`config.mk`:
```
export PLATFORM = sky130hd
export DESIGN_NAME = pwm_modulator
export DESIGN_NICKNAME = d
export VERILOG_FILES = /design/src/hdl/pwm_pkg.sv /design/src/hdl/phase_if.sv /design/src/hdl/sine_lut.sv /design/src/hdl/carrier_gen.sv /design/src/hdl/pwm_compare.sv /design/src/hdl/glitch_filter.sv /design/src/hdl/dead_time.sv /design/src/hdl/pwm_modulator.sv
export VERILOG_INCLUDE_DIRS = /design/src /design/src/hdl
export SDC_FILE = /design/constraint.sdc
export NUM_CORES = 1
export LEC_CHECK = 0
export ABC_AREA = 1
export ABC_CLOCK_PERIOD_IN_PS = 2230
export BUFFER_PORTS_ARGS = -buffer_cell sky130_fd_sc_hd__buf_2
export CAP_MARGIN = 20
export CORE_MARGIN = 2
export CORE_UTILIZATION = 25
export CTS_BUF_LIST = sky130_fd_sc_hd__clkbuf_16
export DETAILED_ROUTE_END_ITERATION = 8
export PLACE_DENSITY_LB_ADDON = 0.25
export SETUP_SLACK_MARGIN = 0.15
export SLEW_MARGIN = 20
export SYNTH_ARGS = -nofsm -noshare
export SYNTH_HDL_FRONTEND = slang
export SYNTH_HIERARCHICAL = 1
export SYNTH_SLANG_ARGS = --single-unit
```
`constraint.sdc`:
```
create_clock -name clk -period 2.23 [get_ports clk]
set_input_delay 0.446 -clock clk [delete_from_list [all_inputs] [get_ports clk]]
set_output_delay 0.446 -clock clk [all_outputs]
set_load 0.01 [all_outputs]
```
`src/hdl/pwm_defines.svh`:
```
`ifndef PWM_DEFINES_SVH
`define PWM_DEFINES_SVH

// Carrier and duty scale
`define PWM_CARRIER_MAX    100   // Carrier peak, also full duty
`define PWM_SINE_MID       50    // Duty at 0 degrees
`define PWM_CARRIER_START  0     // Carrier value after reset

// Angle word, 4096 counts per sine period
`define PWM_ANGLE_W        12
`define PWM_PHASE_OFFSET   1365  // 120 degrees in angle counts

// Output conditioning
`define PWM_FILTER_N       5     // Stable cycles before a level passes
`define PWM_DEAD_TIME      2     // Extra cycles on every rising gate edge

`endif

```
`src/hdl/pwm_pkg.sv`:
```
`include "pwm_defines.svh"

package pwm_pkg;

    // Duty and carrier share one scale, 0 to PWM_CARRIER_MAX
    typedef logic [6:0] duty_t;

    // One full sine period over the whole word
    typedef logic [`PWM_ANGLE_W-1:0] angle_t;

    // One gate level per phase
    typedef struct packed {
        logic a;   // Phase A
        logic b;   // Phase B
        logic c;   // Phase C
    } gate_word_t;

endpackage

```
`src/hdl/phase_if.sv`:
```
interface phase_if;

    pwm_pkg::duty_t duty_a;    // Phase A duty
    pwm_pkg::duty_t duty_b;    // Phase B duty, lags A by 120 degrees
    pwm_pkg::duty_t duty_c;    // Phase C duty, lags A by 240 degrees
    pwm_pkg::duty_t carrier;   // Shared triangular carrier

    // Sine table side
    modport lut (
        output duty_a,
        output duty_b,
        output duty_c
    );

    // Carrier counter side
    modport gen (
        output carrier
    );

    // Comparator reads everything
    modport cmp (
        input duty_a,
        input duty_b,
        input duty_c,
        input carrier
    );

endinterface

```
`src/hdl/sine_lut.sv`:
```
`include "pwm_defines.svh"

module sine_lut (
    input  logic            clk,
    input  logic            arst_n,
    input  pwm_pkg::angle_t angle,
    phase_if.lut            phase
);

    pwm_pkg::angle_t angle_b;
    pwm_pkg::angle_t angle_c;

    // Amplitude 50*sin(k*5.625 deg), k = 0..16, rounded
    function automatic logic [5:0] quarter_sine(input logic [4:0] idx);
        case (idx)
            5'd0:    return 6'd0;
            5'd1:    return 6'd5;
            5'd2:    return 6'd10;
            5'd3:    return 6'd15;
            5'd4:    return 6'd19;
            5'd5:    return 6'd24;
            5'd6:    return 6'd28;
            5'd7:    return 6'd32;
            5'd8:    return 6'd35;
            5'd9:    return 6'd39;
            5'd10:   return 6'd42;
            5'd11:   return 6'd44;
            5'd12:   return 6'd46;
            5'd13:   return 6'd48;
            5'd14:   return 6'd49;
            5'd15:   return 6'd50;
            5'd16:   return 6'd50;
            default: return 6'd0;
        endcase
    endfunction

    // Full period from the quarter table by mirroring
    function automatic pwm_pkg::duty_t angle_to_duty(input pwm_pkg::angle_t ang);
        logic [1:0] quadrant;
        logic [3:0] step;
        logic [4:0] idx;
        logic [5:0] amp;
        quadrant = ang[`PWM_ANGLE_W-1 -: 2];
        step     = ang[`PWM_ANGLE_W-3 -: 4];   // 64 counts per table step
        if (quadrant[0]) begin
            idx = 5'd16 - {1'b0, step};        // Falling half of the lobe
        end else begin
            idx = {1'b0, step};
        end
        amp = quarter_sine(idx);
        if (quadrant[1]) begin
            return pwm_pkg::duty_t'(`PWM_SINE_MID - amp);   // Negative lobe
        end
        return pwm_pkg::duty_t'(`PWM_SINE_MID + amp);
    endfunction

    assign angle_b = angle - pwm_pkg::angle_t'(`PWM_PHASE_OFFSET);
    // Minus 2731 modulo 4096 is the same as plus 1365
    assign angle_c = angle + pwm_pkg::angle_t'(`PWM_PHASE_OFFSET);

    always_ff @(posedge clk or negedge arst_n) begin
        if (!arst_n) begin
            phase.duty_a <= pwm_pkg::duty_t'(`PWM_SINE_MID);
            phase.duty_b <= pwm_pkg::duty_t'(`PWM_SINE_MID);
            phase.duty_c <= pwm_pkg::duty_t'(`PWM_SINE_MID);
        end else begin
            phase.duty_a <= angle_to_duty(angle);
            phase.duty_b <= angle_to_duty(angle_b);
            phase.duty_c <= angle_to_duty(angle_c);
        end
    end

endmodule

```
`src/hdl/carrier_gen.sv`:
```
`include "pwm_defines.svh"

module carrier_gen (
    input  logic clk,
    input  logic arst_n,
    phase_if.gen phase
);

    logic count_up;    // Direction flag, 1 while rising
    logic at_peak;
    logic at_valley;

    assign at_peak   = (phase.carrier == pwm_pkg::duty_t'(`PWM_CARRIER_MAX));
    assign at_valley = (phase.carrier == '0);

    // 0 up to the peak and back down, 200 cycles per period
    always_ff @(posedge clk or negedge arst_n) begin
        if (!arst_n) begin
            phase.carrier <= pwm_pkg::duty_t'(`PWM_CARRIER_START);
            count_up      <= 1'b1;
        end else if (count_up) begin
            if (at_peak) begin
                phase.carrier <= phase.carrier - 1'b1;   // Turn around at the top
                count_up      <= 1'b0;
            end else begin
                phase.carrier <= phase.carrier + 1'b1;
            end
        end else begin
            if (at_valley) begin
                phase.carrier <= phase.carrier + 1'b1;   // Turn around at zero
                count_up      <= 1'b1;
            end else begin
                phase.carrier <= phase.carrier - 1'b1;
            end
        end
    end

endmodule

```
`src/hdl/pwm_compare.sv`:
```
module pwm_compare (
    input  logic                clk,
    input  logic                arst_n,
    input  logic                shoot,
    phase_if.cmp                phase,
    output pwm_pkg::gate_word_t raw_gate
);

    pwm_pkg::gate_word_t hit;   // Duty at or above carrier

    always_comb begin
        hit.a = (phase.duty_a >= phase.carrier);
        hit.b = (phase.duty_b >= phase.carrier);
        hit.c = (phase.duty_c >= phase.carrier);
    end

    // Shoot low forces every high side request off
    always_ff @(posedge clk or negedge arst_n) begin
        if (!arst_n) begin
            raw_gate <= '0;
        end else begin
            raw_gate.a <= shoot & hit.a;
            raw_gate.b <= shoot & hit.b;
            raw_gate.c <= shoot & hit.c;
        end
    end

endmodule

```
`src/hdl/glitch_filter.sv`:
```
`include "pwm_defines.svh"

module glitch_filter (
    input  logic                clk,
    input  logic                arst_n,
    input  pwm_pkg::gate_word_t in_gate,
    output pwm_pkg::gate_word_t out_gate
);

    localparam int NUM_BITS = $bits(pwm_pkg::gate_word_t);
    localparam int CNT_W    = $clog2(`PWM_FILTER_N);
    localparam logic [CNT_W-1:0] CNT_LAST = CNT_W'(`PWM_FILTER_N - 1);

    logic [NUM_BITS-1:0] in_bits;
    logic [NUM_BITS-1:0] out_bits;

    assign in_bits  = in_gate;
    assign out_gate = pwm_pkg::gate_word_t'(out_bits);

    for (genvar i = 0; i < NUM_BITS; i++) begin : g_bit
        logic             last_q;     // Input seen on the previous cycle
        logic             level_q;    // Filtered level
        logic [CNT_W-1:0] stable_q;   // Cycles the input has held
        logic [CNT_W-1:0] stable_d;

        always_comb begin
            if (in_bits[i] != last_q) begin
                stable_d = '0;   // Input moved, start over
            end else if (stable_q == CNT_LAST) begin
                stable_d = stable_q;
            end else begin
                stable_d = stable_q + 1'b1;
            end
        end

        // Level passes on the cycle the count reaches its end
        always_ff @(posedge clk or negedge arst_n) begin
            if (!arst_n) begin
                last_q   <= 1'b0;
                stable_q <= '0;
                level_q  <= 1'b0;
            end else begin
                last_q   <= in_bits[i];
                stable_q <= stable_d;
                if (stable_d == CNT_LAST) begin
                    level_q <= last_q;
                end
            end
        end

        assign out_bits[i] = level_q;
    end

endmodule

```
`src/hdl/dead_time.sv`:
```
`include "pwm_defines.svh"

module dead_time (
    input  logic                clk,
    input  logic                arst_n,
    input  pwm_pkg::gate_word_t in_gate,
    output pwm_pkg::gate_word_t high_side,
    output pwm_pkg::gate_word_t low_side
);

    localparam int NUM_PH = $bits(pwm_pkg::gate_word_t);
    localparam int NUM_SIDES = 2 * NUM_PH;
    localparam int CNT_W = $clog2(`PWM_DEAD_TIME + 1);
    localparam logic [CNT_W-1:0] DT_CNT = CNT_W'(`PWM_DEAD_TIME);

    logic [NUM_PH-1:0]    in_bits;
    logic [NUM_SIDES-1:0] side_req;   // Low sides in the upper half
    logic [NUM_SIDES-1:0] side_on;

    assign in_bits  = in_gate;
    assign side_req = {~in_bits, in_bits};

    // Same rule for all six switches, each watching its partner
    for (genvar i = 0; i < NUM_SIDES; i++) begin : g_side
        localparam int OPP = (i + NUM_PH) % NUM_SIDES;

        logic [CNT_W-1:0] wait_q;   // Cycles the request has been steady
        logic             on_q;

        always_ff @(posedge clk or negedge arst_n) begin
            if (!arst_n) begin
                wait_q <= '0;
                on_q   <= 1'b0;
            end else if (!side_req[i]) begin
                wait_q <= '0;   // Turn off at once
                on_q   <= 1'b0;
            end else if (wait_q != DT_CNT) begin
                wait_q <= wait_q + 1'b1;
            end else if (!side_on[OPP]) begin
                on_q <= 1'b1;   // Dead time served, partner is off
            end
        end

        assign side_on[i] = on_q;
    end

    assign high_side = pwm_pkg::gate_word_t'(side_on[NUM_PH-1:0]);
    assign low_side  = pwm_pkg::gate_word_t'(side_on[NUM_SIDES-1:NUM_PH]);

endmodule

```
`src/hdl/pwm_modulator.sv`:
```
`include "pwm_defines.svh"

module pwm_modulator (
    input  logic                   clk,
    input  logic                   arst_n,
    input  logic                   shoot,   // Enables switching
    input  logic [`PWM_ANGLE_W-1:0] angle,  // Point on the sine period
    output logic                   g1_a,    // Phase A high side
    output logic                   g2_a,    // Phase A low side
    output logic                   g1_b,
    output logic                   g2_b,
    output logic                   g1_c,
    output logic                   g2_c
);

    pwm_pkg::gate_word_t raw_gate;
    pwm_pkg::gate_word_t filt_gate;
    pwm_pkg::gate_word_t high_side;
    pwm_pkg::gate_word_t low_side;

    phase_if u_phase_if ();

    sine_lut u_sine_lut (
        .clk    (clk),
        .arst_n (arst_n),
        .angle  (angle),
        .phase  (u_phase_if.lut)
    );

    carrier_gen u_carrier_gen (
        .clk    (clk),
        .arst_n (arst_n),
        .phase  (u_phase_if.gen)
    );

    pwm_compare u_pwm_compare (
        .clk      (clk),
        .arst_n   (arst_n),
        .shoot    (shoot),
        .phase    (u_phase_if.cmp),
        .raw_gate (raw_gate)
    );

    glitch_filter u_glitch_filter (
        .clk      (clk),
        .arst_n   (arst_n),
        .in_gate  (raw_gate),
        .out_gate (filt_gate)
    );

    dead_time u_dead_time (
        .clk       (clk),
        .arst_n    (arst_n),
        .in_gate   (filt_gate),
        .high_side (high_side),
        .low_side  (low_side)
    );

    assign g1_a = high_side.a;
    assign g2_a = low_side.a;
    assign g1_b = high_side.b;
    assign g2_b = low_side.b;
    assign g1_c = high_side.c;
    assign g2_c = low_side.c;

endmodule

```
==> results of run 1 <==
## per-layer routing
metal,share of wire,GRT usage,routed length [um]
met1,0.46,0.133,6060
met2,0.51,0.195,6790
met3,0.017,0.0135,232
met4,0.015,0.0351,197
met5,0,0,0
## where the power goes
group          total (W)  internal, W  switching (W)
Sequential       0.00186      0.00160       0.000260
Clock            0.00122     0.000730       0.000492
Combinational    0.00323      0.00145        0.00178
Total            0.00631      0.00377        0.00253
## cell type report
class	instances	area share
Tap cell	319	0.0469
Clock inverter	7	0.00382
Inverter	150	0.0723
Clock buffer	9	0.0265
Timing Repair Buffer	152	0.144
Sequential cell	65	0.193
Multi-Input combinational cell	632	0.514
## stage by stage
stage	std cells	setup TNS, ps	setup WS (ps)	total power [W]
2_1_floorplan	870	-6370	-572	0.00387
3_3_place_gp	1293	-11930	-765	0.00453
3_5_place_dp	1293	-12790	-773	0.00456
4_1_cts	1326	-1500	-219	0.00610
5_1_grt	1334	-5480	-452	0.00694
6_report	1334	-2790	-276	0.00631
## cell usage in the layout, fill, tap and decap left out, drive strengths merged, types with 11 or more instances in the layout
cell type  count
nand2        309
nand4         11
inv          152
a21oi         20
buf          152
o21ai         33
ha            63
dfrtp         55
nand3        103
nor2          68
## worst max-delay path: stages
cell and delay, ps:
buf_12 110, clkinv_8 40, ha_4 140, nand3_4 70
inv_2 50, nand3b_1 130, nand2_2 110, nand2_4 60
nand2_4 80, nand2_4 50, nand2_4 90, inv_4 40
ha_4 200, nand3b_1 160, nand2_1 80, nor2_2 50
nor2_4 190, buf_4 160, ha_4 130, inv_4 40
a21oi_1 120, o21ai_0 90, o21ai_1 100
## cell families (layout without fill, tap and decap cells)
family	count (synthesis)	in the layout	synth area share
and+or+nand+nor	499	499	0.400
buffers and inverters	173	318	0.125
DFF	65	65	0.271
adders and majority gates	63	63	0.130
AOI/OAI and AO/OA	57	57	0.0532
xor gates and xnor gates	13	13	0.0201
## sequential cells by signal, indices dropped and copies added (netlist names)
register and flops:
u_dead_time/g_side.wait_q 12, u_carrier_gen/phase.carrier 7, u_dead_time/g_side.on_q 6, u_glitch_filter/g_bit.stable_q 9, u_glitch_filter/g_bit.level_q 3, u_carrier_gen/count_up 1
u_pwm_compare/raw_gate 3, u_glitch_filter/g_bit.last_q 3, u_sine_lut/phase.duty_c 7, u_sine_lut/phase.duty_a 7, u_sine_lut/phase.duty_b 7
## path summary, 6_finish.rpt
check | startpoint | to | slack [ps]
min | arst_n | u_dead_time/g_side[2].wait_q[0] | 100
max in group asynchronous | arst_n | u_sine_lut/phase.duty_b[5] | 1770
min in group clk | u_pwm_compare/raw_gate[0] | u_glitch_filter/g_bit[0].last_q | 400
min reg2reg | u_pwm_compare/raw_gate[0] | u_glitch_filter/g_bit[0].last_q | 400
max | angle[7] | u_sine_lut/phase.duty_b[2] | -280
max reg2reg | u_carrier_gen/phase.carrier[4] | u_pwm_compare/raw_gate[0] | 650
## timing repair
action,CTS,global route
endpoints found under the setup margin,21,20
gates resized for setup,100,102
pin swaps,59,53
buffers inserted,17,8
==> metrics, run 1 <==
Hold/Removal Path Class=in -> async; Register Area=about 1600 sq um; failing checks=negative setup slack; relative slew slack=0.758; IO Pins=21; largest net degree at the start of global routing=66; Final ANT Viol Nets=0; CTS tree=done; Initial Util=0.256; fin area=around 8500 sq um; sequential element share of the synthesized area=0.271; #FFs+latches synth=65; Slew Viols, Final=0; Synth Warn #=6; Num Clock Sinks=65; EDFF count, synth=0; CTS buffer count=9; total core area=between 20000 and 25000 sq um; maximum vdd drop=between 0.0005 and 0.0006 V; routability cong.=0.780; initial antenna violation count=0; outcome=complete, but fails checks; CP endpoint kind=register; DRT iter0 DRCs=approximately 170; max cap viols=0; first-pass GRT wire length=between 20 and 25 mm; die width=between 150 and 200 um; final hold violation count=0; Setup Skew=about 5.8 ps; H-tree depth=3; leakage=4.33 nW; Synth top area share=0.228; Avg Synthesized Cell Area=between 6 and 7 sq um; Site Rows=56; PortBufs=20; final WL=~13 mm; DRC errors left=0; cell count after synthesis=870; total track usage=0.108; area occupied by multi-input gates=approximately 4400 sq um; worst hold slack=between 100 and 150 ps; Syn Nets=about 950; most common cell in the synthesized netlist=nand2_1; grt ovf=0; Netlist cell types=37; final net count=about 1100; area of the mapped netlist=6050 sq um; critical path arrival=~2800 ps; Die Ht=between 150 and 200 um; Antenna Cells=0; ys flop type=dfrtp_1; final setup vio count=17; clk_lat worst skew=330 ps; # hold bufs at CTS=0; die area=roughly 25000 sq um; Least-Margin Pin Slew=between 300 and 400 ps; layout cells sized above 1=0.407; Cell Area, Placed=7250 sq um; Tmin final=~2500 ps; dpl hpwl=10.2 mm; Critical Path RT=2480 ps; drt first pass iters=4; CTS clock-pin slew for the worst setup and hold paths=50 ps; Area Overhead vs Synth=40.7%; vias=about 5500; cell taking the most area after synthesis=dfrtp_1; Avg WL per Cell=~10 um; RSZ-0062 raised after global routing=true; vias in the first global route=between 5000 and 6000; Synth top cells by count=256 x nand2_1, 134 x inv_1, 89 x nand3_1; Setup Crit Path Kind=in -> reg; Root Driver=clkbuf_16; fin crit share=1.12; fin worst setup slack=-276 ps; Post-synth ARST share=1.00; top cells by area, synth=dfrtp_1 23%, nand2_1 16%, ha_1 13%; vias per inst=approximately 4; clk buf depth=2; Peak Freq=0.399 GHz; FF-to-FF path depth=8; PD cells=741 nW/um^2; Final Util=0.361; Fill cells=approximately 2500; worst-path fanout max=5; CP startpoint kind=input port
Note: power is estimated with default switching activity, not from simulation.
==> run 2, diff against run 1 <==
ABC_CLOCK_PERIOD_IN_PS = 3100   (was 2230)
clock period = 3.1 ns   (was 2.23 ns; I/O delays follow)
==> metrics, run 2 (synthesis gave the netlist of run 1 again) <==
outcome=completed; vias in the first global route=4826 (-8.9%); Initial Util=0.256 (unchanged); final setup TNS=0 ps (+2790 ps); Root Driver=clkbuf_16; RSZ-0062 raised after global routing=false; Tmin final=2720 ps; R2R Path Start=u_carrier_gen/phase.carrier[2]; CTS clock-pin slew for the worst setup and hold paths=50 ps (about the same); PD cells=583 nW/um^2 (-21%); Reg with most FFs=u_dead_time/g_side.wait_q; worst hold slack=286 ps (+184 ps); CTS tree=done; max cap viols=0 (unchanged); max reg flops=12 (unchanged); biggest regs=u_dead_time/g_side.wait_q: 12 flops, u_glitch_filter/g_bit.stable_q: 9 flops; Critical Path RT=3370 ps (+890 ps); DRT iter0 DRCs=168 (+1.2%); critical path arrival=2990 ps (+240 ps); final setup vio count=0 (-17); relative slew slack=0.623 (-0.134); CP startpoint kind=input port; met3 wire length=186 um (-20%); Worst setup endpoint=u_sine_lut/phase.duty_b[5]; PortBufs=20 (unchanged); final hold violation count=0 (unchanged); reg-to-reg setup timing slack=1490 ps (+840 ps); Antenna Cells=0 (unchanged); CP startpoint=angle[7]; Avg WL per Cell=9.53 um (-4.3%); total track usage=0.0986 (-0.00956); Least-Margin Pin Slew=565 ps (+202 ps); routability cong.=0.784 (+0.55%); layout cells sized above 1=0.233 (-0.174); fin crit share=0.878; Hold/Removal Path Class=in -> async; dpl hpwl=9.69 mm (-4.9%); maximum vdd drop=0.000270 V (-48%); Slew Viols, Final=0 (unchanged); vias=5074 (-7.0%); Num Clock Sinks=65 (unchanged); Peak Freq=around 0.37 GHz; RR Endpoint=u_pwm_compare/raw_gate[1]; dpl ws=-29.4 ps (+744 ps); die area=25500 sq um (unchanged); drt first pass iters=4 (unchanged); most common cell after layout, fill and taps aside=nand2_1; FF-to-FF path depth=8 (unchanged); vias per inst=4.09 (about the same); fin worst setup slack=379 ps (+656 ps); Final ANT Viol Nets=0 (unchanged); Area Overhead vs Synth=17.4%; Setup Skew=4.40 ps (-1.41 ps); CP endpoint kind=register; initial antenna violation count=0 (unchanged); final WL=11.8 mm (-11%); clk_lat worst skew=320 ps (about the same); total core area=23600 sq um (unchanged); Die Ht=160 um (unchanged); leakage=3.76 nW (-13%); routed length on met2=5.54 mm (-18%); H-tree depth=3 (unchanged); Setup Crit Path Kind=in -> reg; CTS buffer count=9 (unchanged); first-pass GRT wire length=21.5 mm (-8.6%); Final Util=0.301 (-0.0597); commonest cells after routing, fill and taps aside=251 x nand2_1, 133 x inv_1, 87 x nand3_1, 60 x ha_1, 55 x dfrtp_1; met1 wire length=5.95 mm (-1.8%); grt ovf=0 (unchanged); die width=160 um (unchanged); Site Rows=56 (unchanged); total power=0.00414 W (-34%); clk buf depth=2 (unchanged); uppermost layer routed=met4; final net count=995 (-8.5%); IO Pins=21 (unchanged); DRC errors left=0 (unchanged); worst-path fanout max=5 (unchanged); largest net degree at the start of global routing=44 (-33%)
## run 2: per-layer routing
layer	up-vias	global-route usage
met5	-	0
li1	2791	-
met1	2231	0.127
met2	41	0.172
met3	11	0.0141
met4	0	0.0264
## run 2: critical path, stage by stage
cell	delay (ps)
buf_6	120
inv_8	50
ha_4	140
nand3_4	80
inv_2	50
nand3b_1	130
nand2_2	120
nand2_4	60
nand2_4	70
nand2_4	50
nand2_4	60
inv_2	40
ha_1	250
nand3b_1	170
nand2_1	90
nor2_2	50
nor2_4	150
ha_2	180
inv_1	40
nor2_2	110
nand3_1	90
nand2_2	80
nand2_1	50
nand2_1	50
nand2_1	50
inv_1	40
## run 2: repair_timing
item | CTS | global route
buffers inserted | 0 | 5
resized for setup | 0 | 29
setup endpoints to repair | 0 | 9
hold buffers | 0 | 0
## run 2: final cells by class
class	instances	area (sq um)
Tap cell	319	399
Clock inverter	7	87.6
Timing Repair Buffer	59	427
Sequential cell	65	1640
Multi-Input combinational cell	632	3740
Fill cell	2588	16500
Inverter	150	583
Clock buffer	9	225
## run 2: how the worst min path moves through the flow
stage | slack [ps] | startpoint | end
after floorplan | 320 | arst_n | u_carrier_gen/phase.carrier[0]
after global placement | 380 | u_pwm_compare/raw_gate[0] | u_glitch_filter/g_bit[0].last_q
after detailed placement | 390 | u_pwm_compare/raw_gate[2] | u_glitch_filter/g_bit[2].last_q
after CTS | 290 | arst_n | u_glitch_filter/g_bit[2].stable_q[0]
after global routing | 320 | arst_n | u_glitch_filter/g_bit[2].stable_q[0]
final | 290 | arst_n | u_glitch_filter/g_bit[2].stable_q[1]
## run 2: stage by stage
stage	std cells	instance area, sq um
finish	1241	7100
global route	1241	7100
CTS	1236	6990
detailed placement	1220	6680
global placement	1220	6680
floorplan	870	6110
## run 2: where the power goes
part | total (W) | switching (W) | internal (W)
Clock | 0.00105 | 0.000354 | 0.000696
Sequential | 0.00133 | 0.000182 | 0.00115
Combinational | 0.00176 | 0.00106 | 0.000701
==> run 3, diff against run 2 <==
CORE_UTILIZATION = 59   (was 25)
==> metrics, run 3 (synthesis gave the netlist of run 1 again) <==
leakage=3.69 nW (-1.9%); Initial Util=0.613 (+0.357); DRT iter0 DRCs=339 (+100%); Least-Margin Pin Slew=836 ps (+271 ps); routability cong.=0.913 (+16%); total track usage=0.228 (+0.129); Slew Viols, Final=0 (unchanged); final WL=12.1 mm (+2.2%); PortBufs=20 (unchanged); # hold bufs at CTS=0 (unchanged); max cap viols=0 (unchanged); Avg WL per Cell=11.5 um (+21%); outcome=completed; Root Driver=clkbuf_16; final setup vio count=0 (unchanged); Die Ht=105 um (-34%); die area=11100 sq um (-56%); PD cells=593 nW/um^2 (+1.7%); biggest regs=u_dead_time/g_side.wait_q: 12 flops, u_glitch_filter/g_bit.stable_q: 9 flops; Hold/Removal Path Class=reg -> reg; worst-path fanout max=6 (+1); CTS buffer count=9 (unchanged); layout cells sized above 1=0.228 (-0.00562); die width=105 um (-34%); final setup TNS=0 ps (unchanged); largest net degree at the start of global routing=40 (-9.1%); CTS tree=done; Critical Path RT=3340 ps (-30 ps); max reg flops=12 (unchanged); Worst path most repeated cell=inv_1; clk buf depth=2 (unchanged); Reg with most FFs=u_dead_time/g_side.wait_q; CP endpoint kind=register; RSZ-0062 raised after global routing=true; Final ANT Viol Nets=0 (unchanged); CTS clock-pin slew for the worst setup and hold paths=50 ps (about the same); most common cell after layout, fill and taps aside=nand2_1; commonest cells after routing, fill and taps aside=249 x nand2_1, 132 x inv_1, 87 x nand3_1, 59 x ha_1, 55 x dfrtp_1; final net count=988 (-0.70%); grt ovf=0 (unchanged); relative slew slack=0.442 (-0.181); Final Util=0.685 (+0.384); Tmin final=2750 ps (+30.9 ps); IO Pins=21 (unchanged); maximum vdd drop=0.000344 V (+27%); Site Rows=36 (-36%); Setup Skew=5.20 ps (+0.805 ps); first-pass GRT wire length=21.3 mm (-1.1%); dpl hpwl=9.54 mm (-1.5%); total core area=9860 sq um (-58%); vias per inst=5.06 (+24%); vias=5296 (+4.4%); CP startpoint kind=input port; Area Overhead vs Synth=11.7%; Critical Path, Cell by Cell=buf_6, inv_8, buf_4, ha_1, nand2_1, o21ai_2, inv_1, ha_1, inv_1, nor3_1, nor2_1, inv_1, nand3_1, inv_1, ha_1, o21ai_2, o21ai_1, a21oi_1, xor2_1; Setup Crit Path Kind=in -> reg; DRC errors left=0 (unchanged); worst stage delay on the critical path=260 ps (about the same); clk_lat worst skew=320 ps (about the same); critical path arrival=3000 ps (about the same); Peak Freq=0.363 GHz (-1.1%); initial antenna violation count=0 (unchanged); fin crit share=0.888 (+0.00997); vias in the first global route=5159 (+6.9%); H-tree depth=3 (unchanged); Worst path slowest cell=ha_1; final hold violation count=0 (unchanged); worst hold slack=391 ps (+105 ps); Antenna Cells=0 (unchanged); Num Clock Sinks=65 (unchanged); drt first pass iters=5 (+1)
-- run 3: changes by cell type in the layout (fill, tap and decap cells not counted), sizes merged --
| cell | delta |
|---|---|
| buf | -7 |
| bufinv | -2 |
| clkinv | +2 |
| inv | -1 |
-- run 3: per-layer routing --
metal | up-vias | routed length, um | track usage
met1 | 2413 | 5350 | 0.267
met4 | 0 | 180 | 0.0743
met3 | 18 | 272 | 0.0254
met2 | 78 | 6270 | 0.429
met5 | - | 0 | 0
li1 | 2787 | - | -
-- run 3: worst max-delay path, delay by kind of cell --
family          cells  cell delay, ps
xor+xnor            1             170
simple gates        4             390
fa+ha+maj           3             670
compound gates      4             540
buf+inv             7             600
-- run 3: metrics by stage --
step / cells / power [W] / setup slack [ps] / area, sq um
3_3_place_gp: 1026 / 0.00298 / 22.5 / 6380
2_1_floorplan: 870 / 0.00278 / 124 / 6110
5_1_grt: 1047 / 0.00441 / 104 / 6760
6_report: 1047 / 0.00401 / 349 / 6760
4_1_cts: 1041 / 0.00399 / 229 / 6630
3_5_place_dp: 1026 / 0.00311 / -110 / 6380
-- run 3: path summary, 6_finish.rpt --
path	to	slack, ps	startpoint	cells after the start
max	u_sine_lut/phase.duty_a[4]	350	angle[7]	19
min	u_glitch_filter/g_bit[2].last_q	390	u_pwm_compare/raw_gate[2]	0
max reg2reg	u_carrier_gen/phase.carrier[6]	1490	u_carrier_gen/phase.carrier[0]	9
min reg2reg	u_glitch_filter/g_bit[2].last_q	390	u_pwm_compare/raw_gate[2]	0
max in group asynchronous	u_pwm_compare/raw_gate[0]	1970	arst_n	2
min in group asynchronous	u_dead_time/g_side[5].on_q	400	arst_n	1
-- run 3: area by class of cell --
class                      count  area (sq um)
fill                         777          3110
timing repair buffer          52           355
inverter                     150           581
sequential                    65          1640
tap                          133           166
multi-input combinational    632          3760
clock inverter                 6          27.5
clock buffer                   9           225
-- run 3: what timing repair did --
item | CTS | global route
hold endpoints to repair | 0 | 0
gates resized for setup | 0 | 26
buffers inserted | 0 | 6
setup endpoints to repair | 0 | 11
-- run 3: report_power, final --
part / switching [W] / internal [W]
combinational: 0.00111 / 0.000696
sequential: 0.000199 / 0.00115
clock: 0.000330 / 0.000522
total: 0.00164 / 0.00237
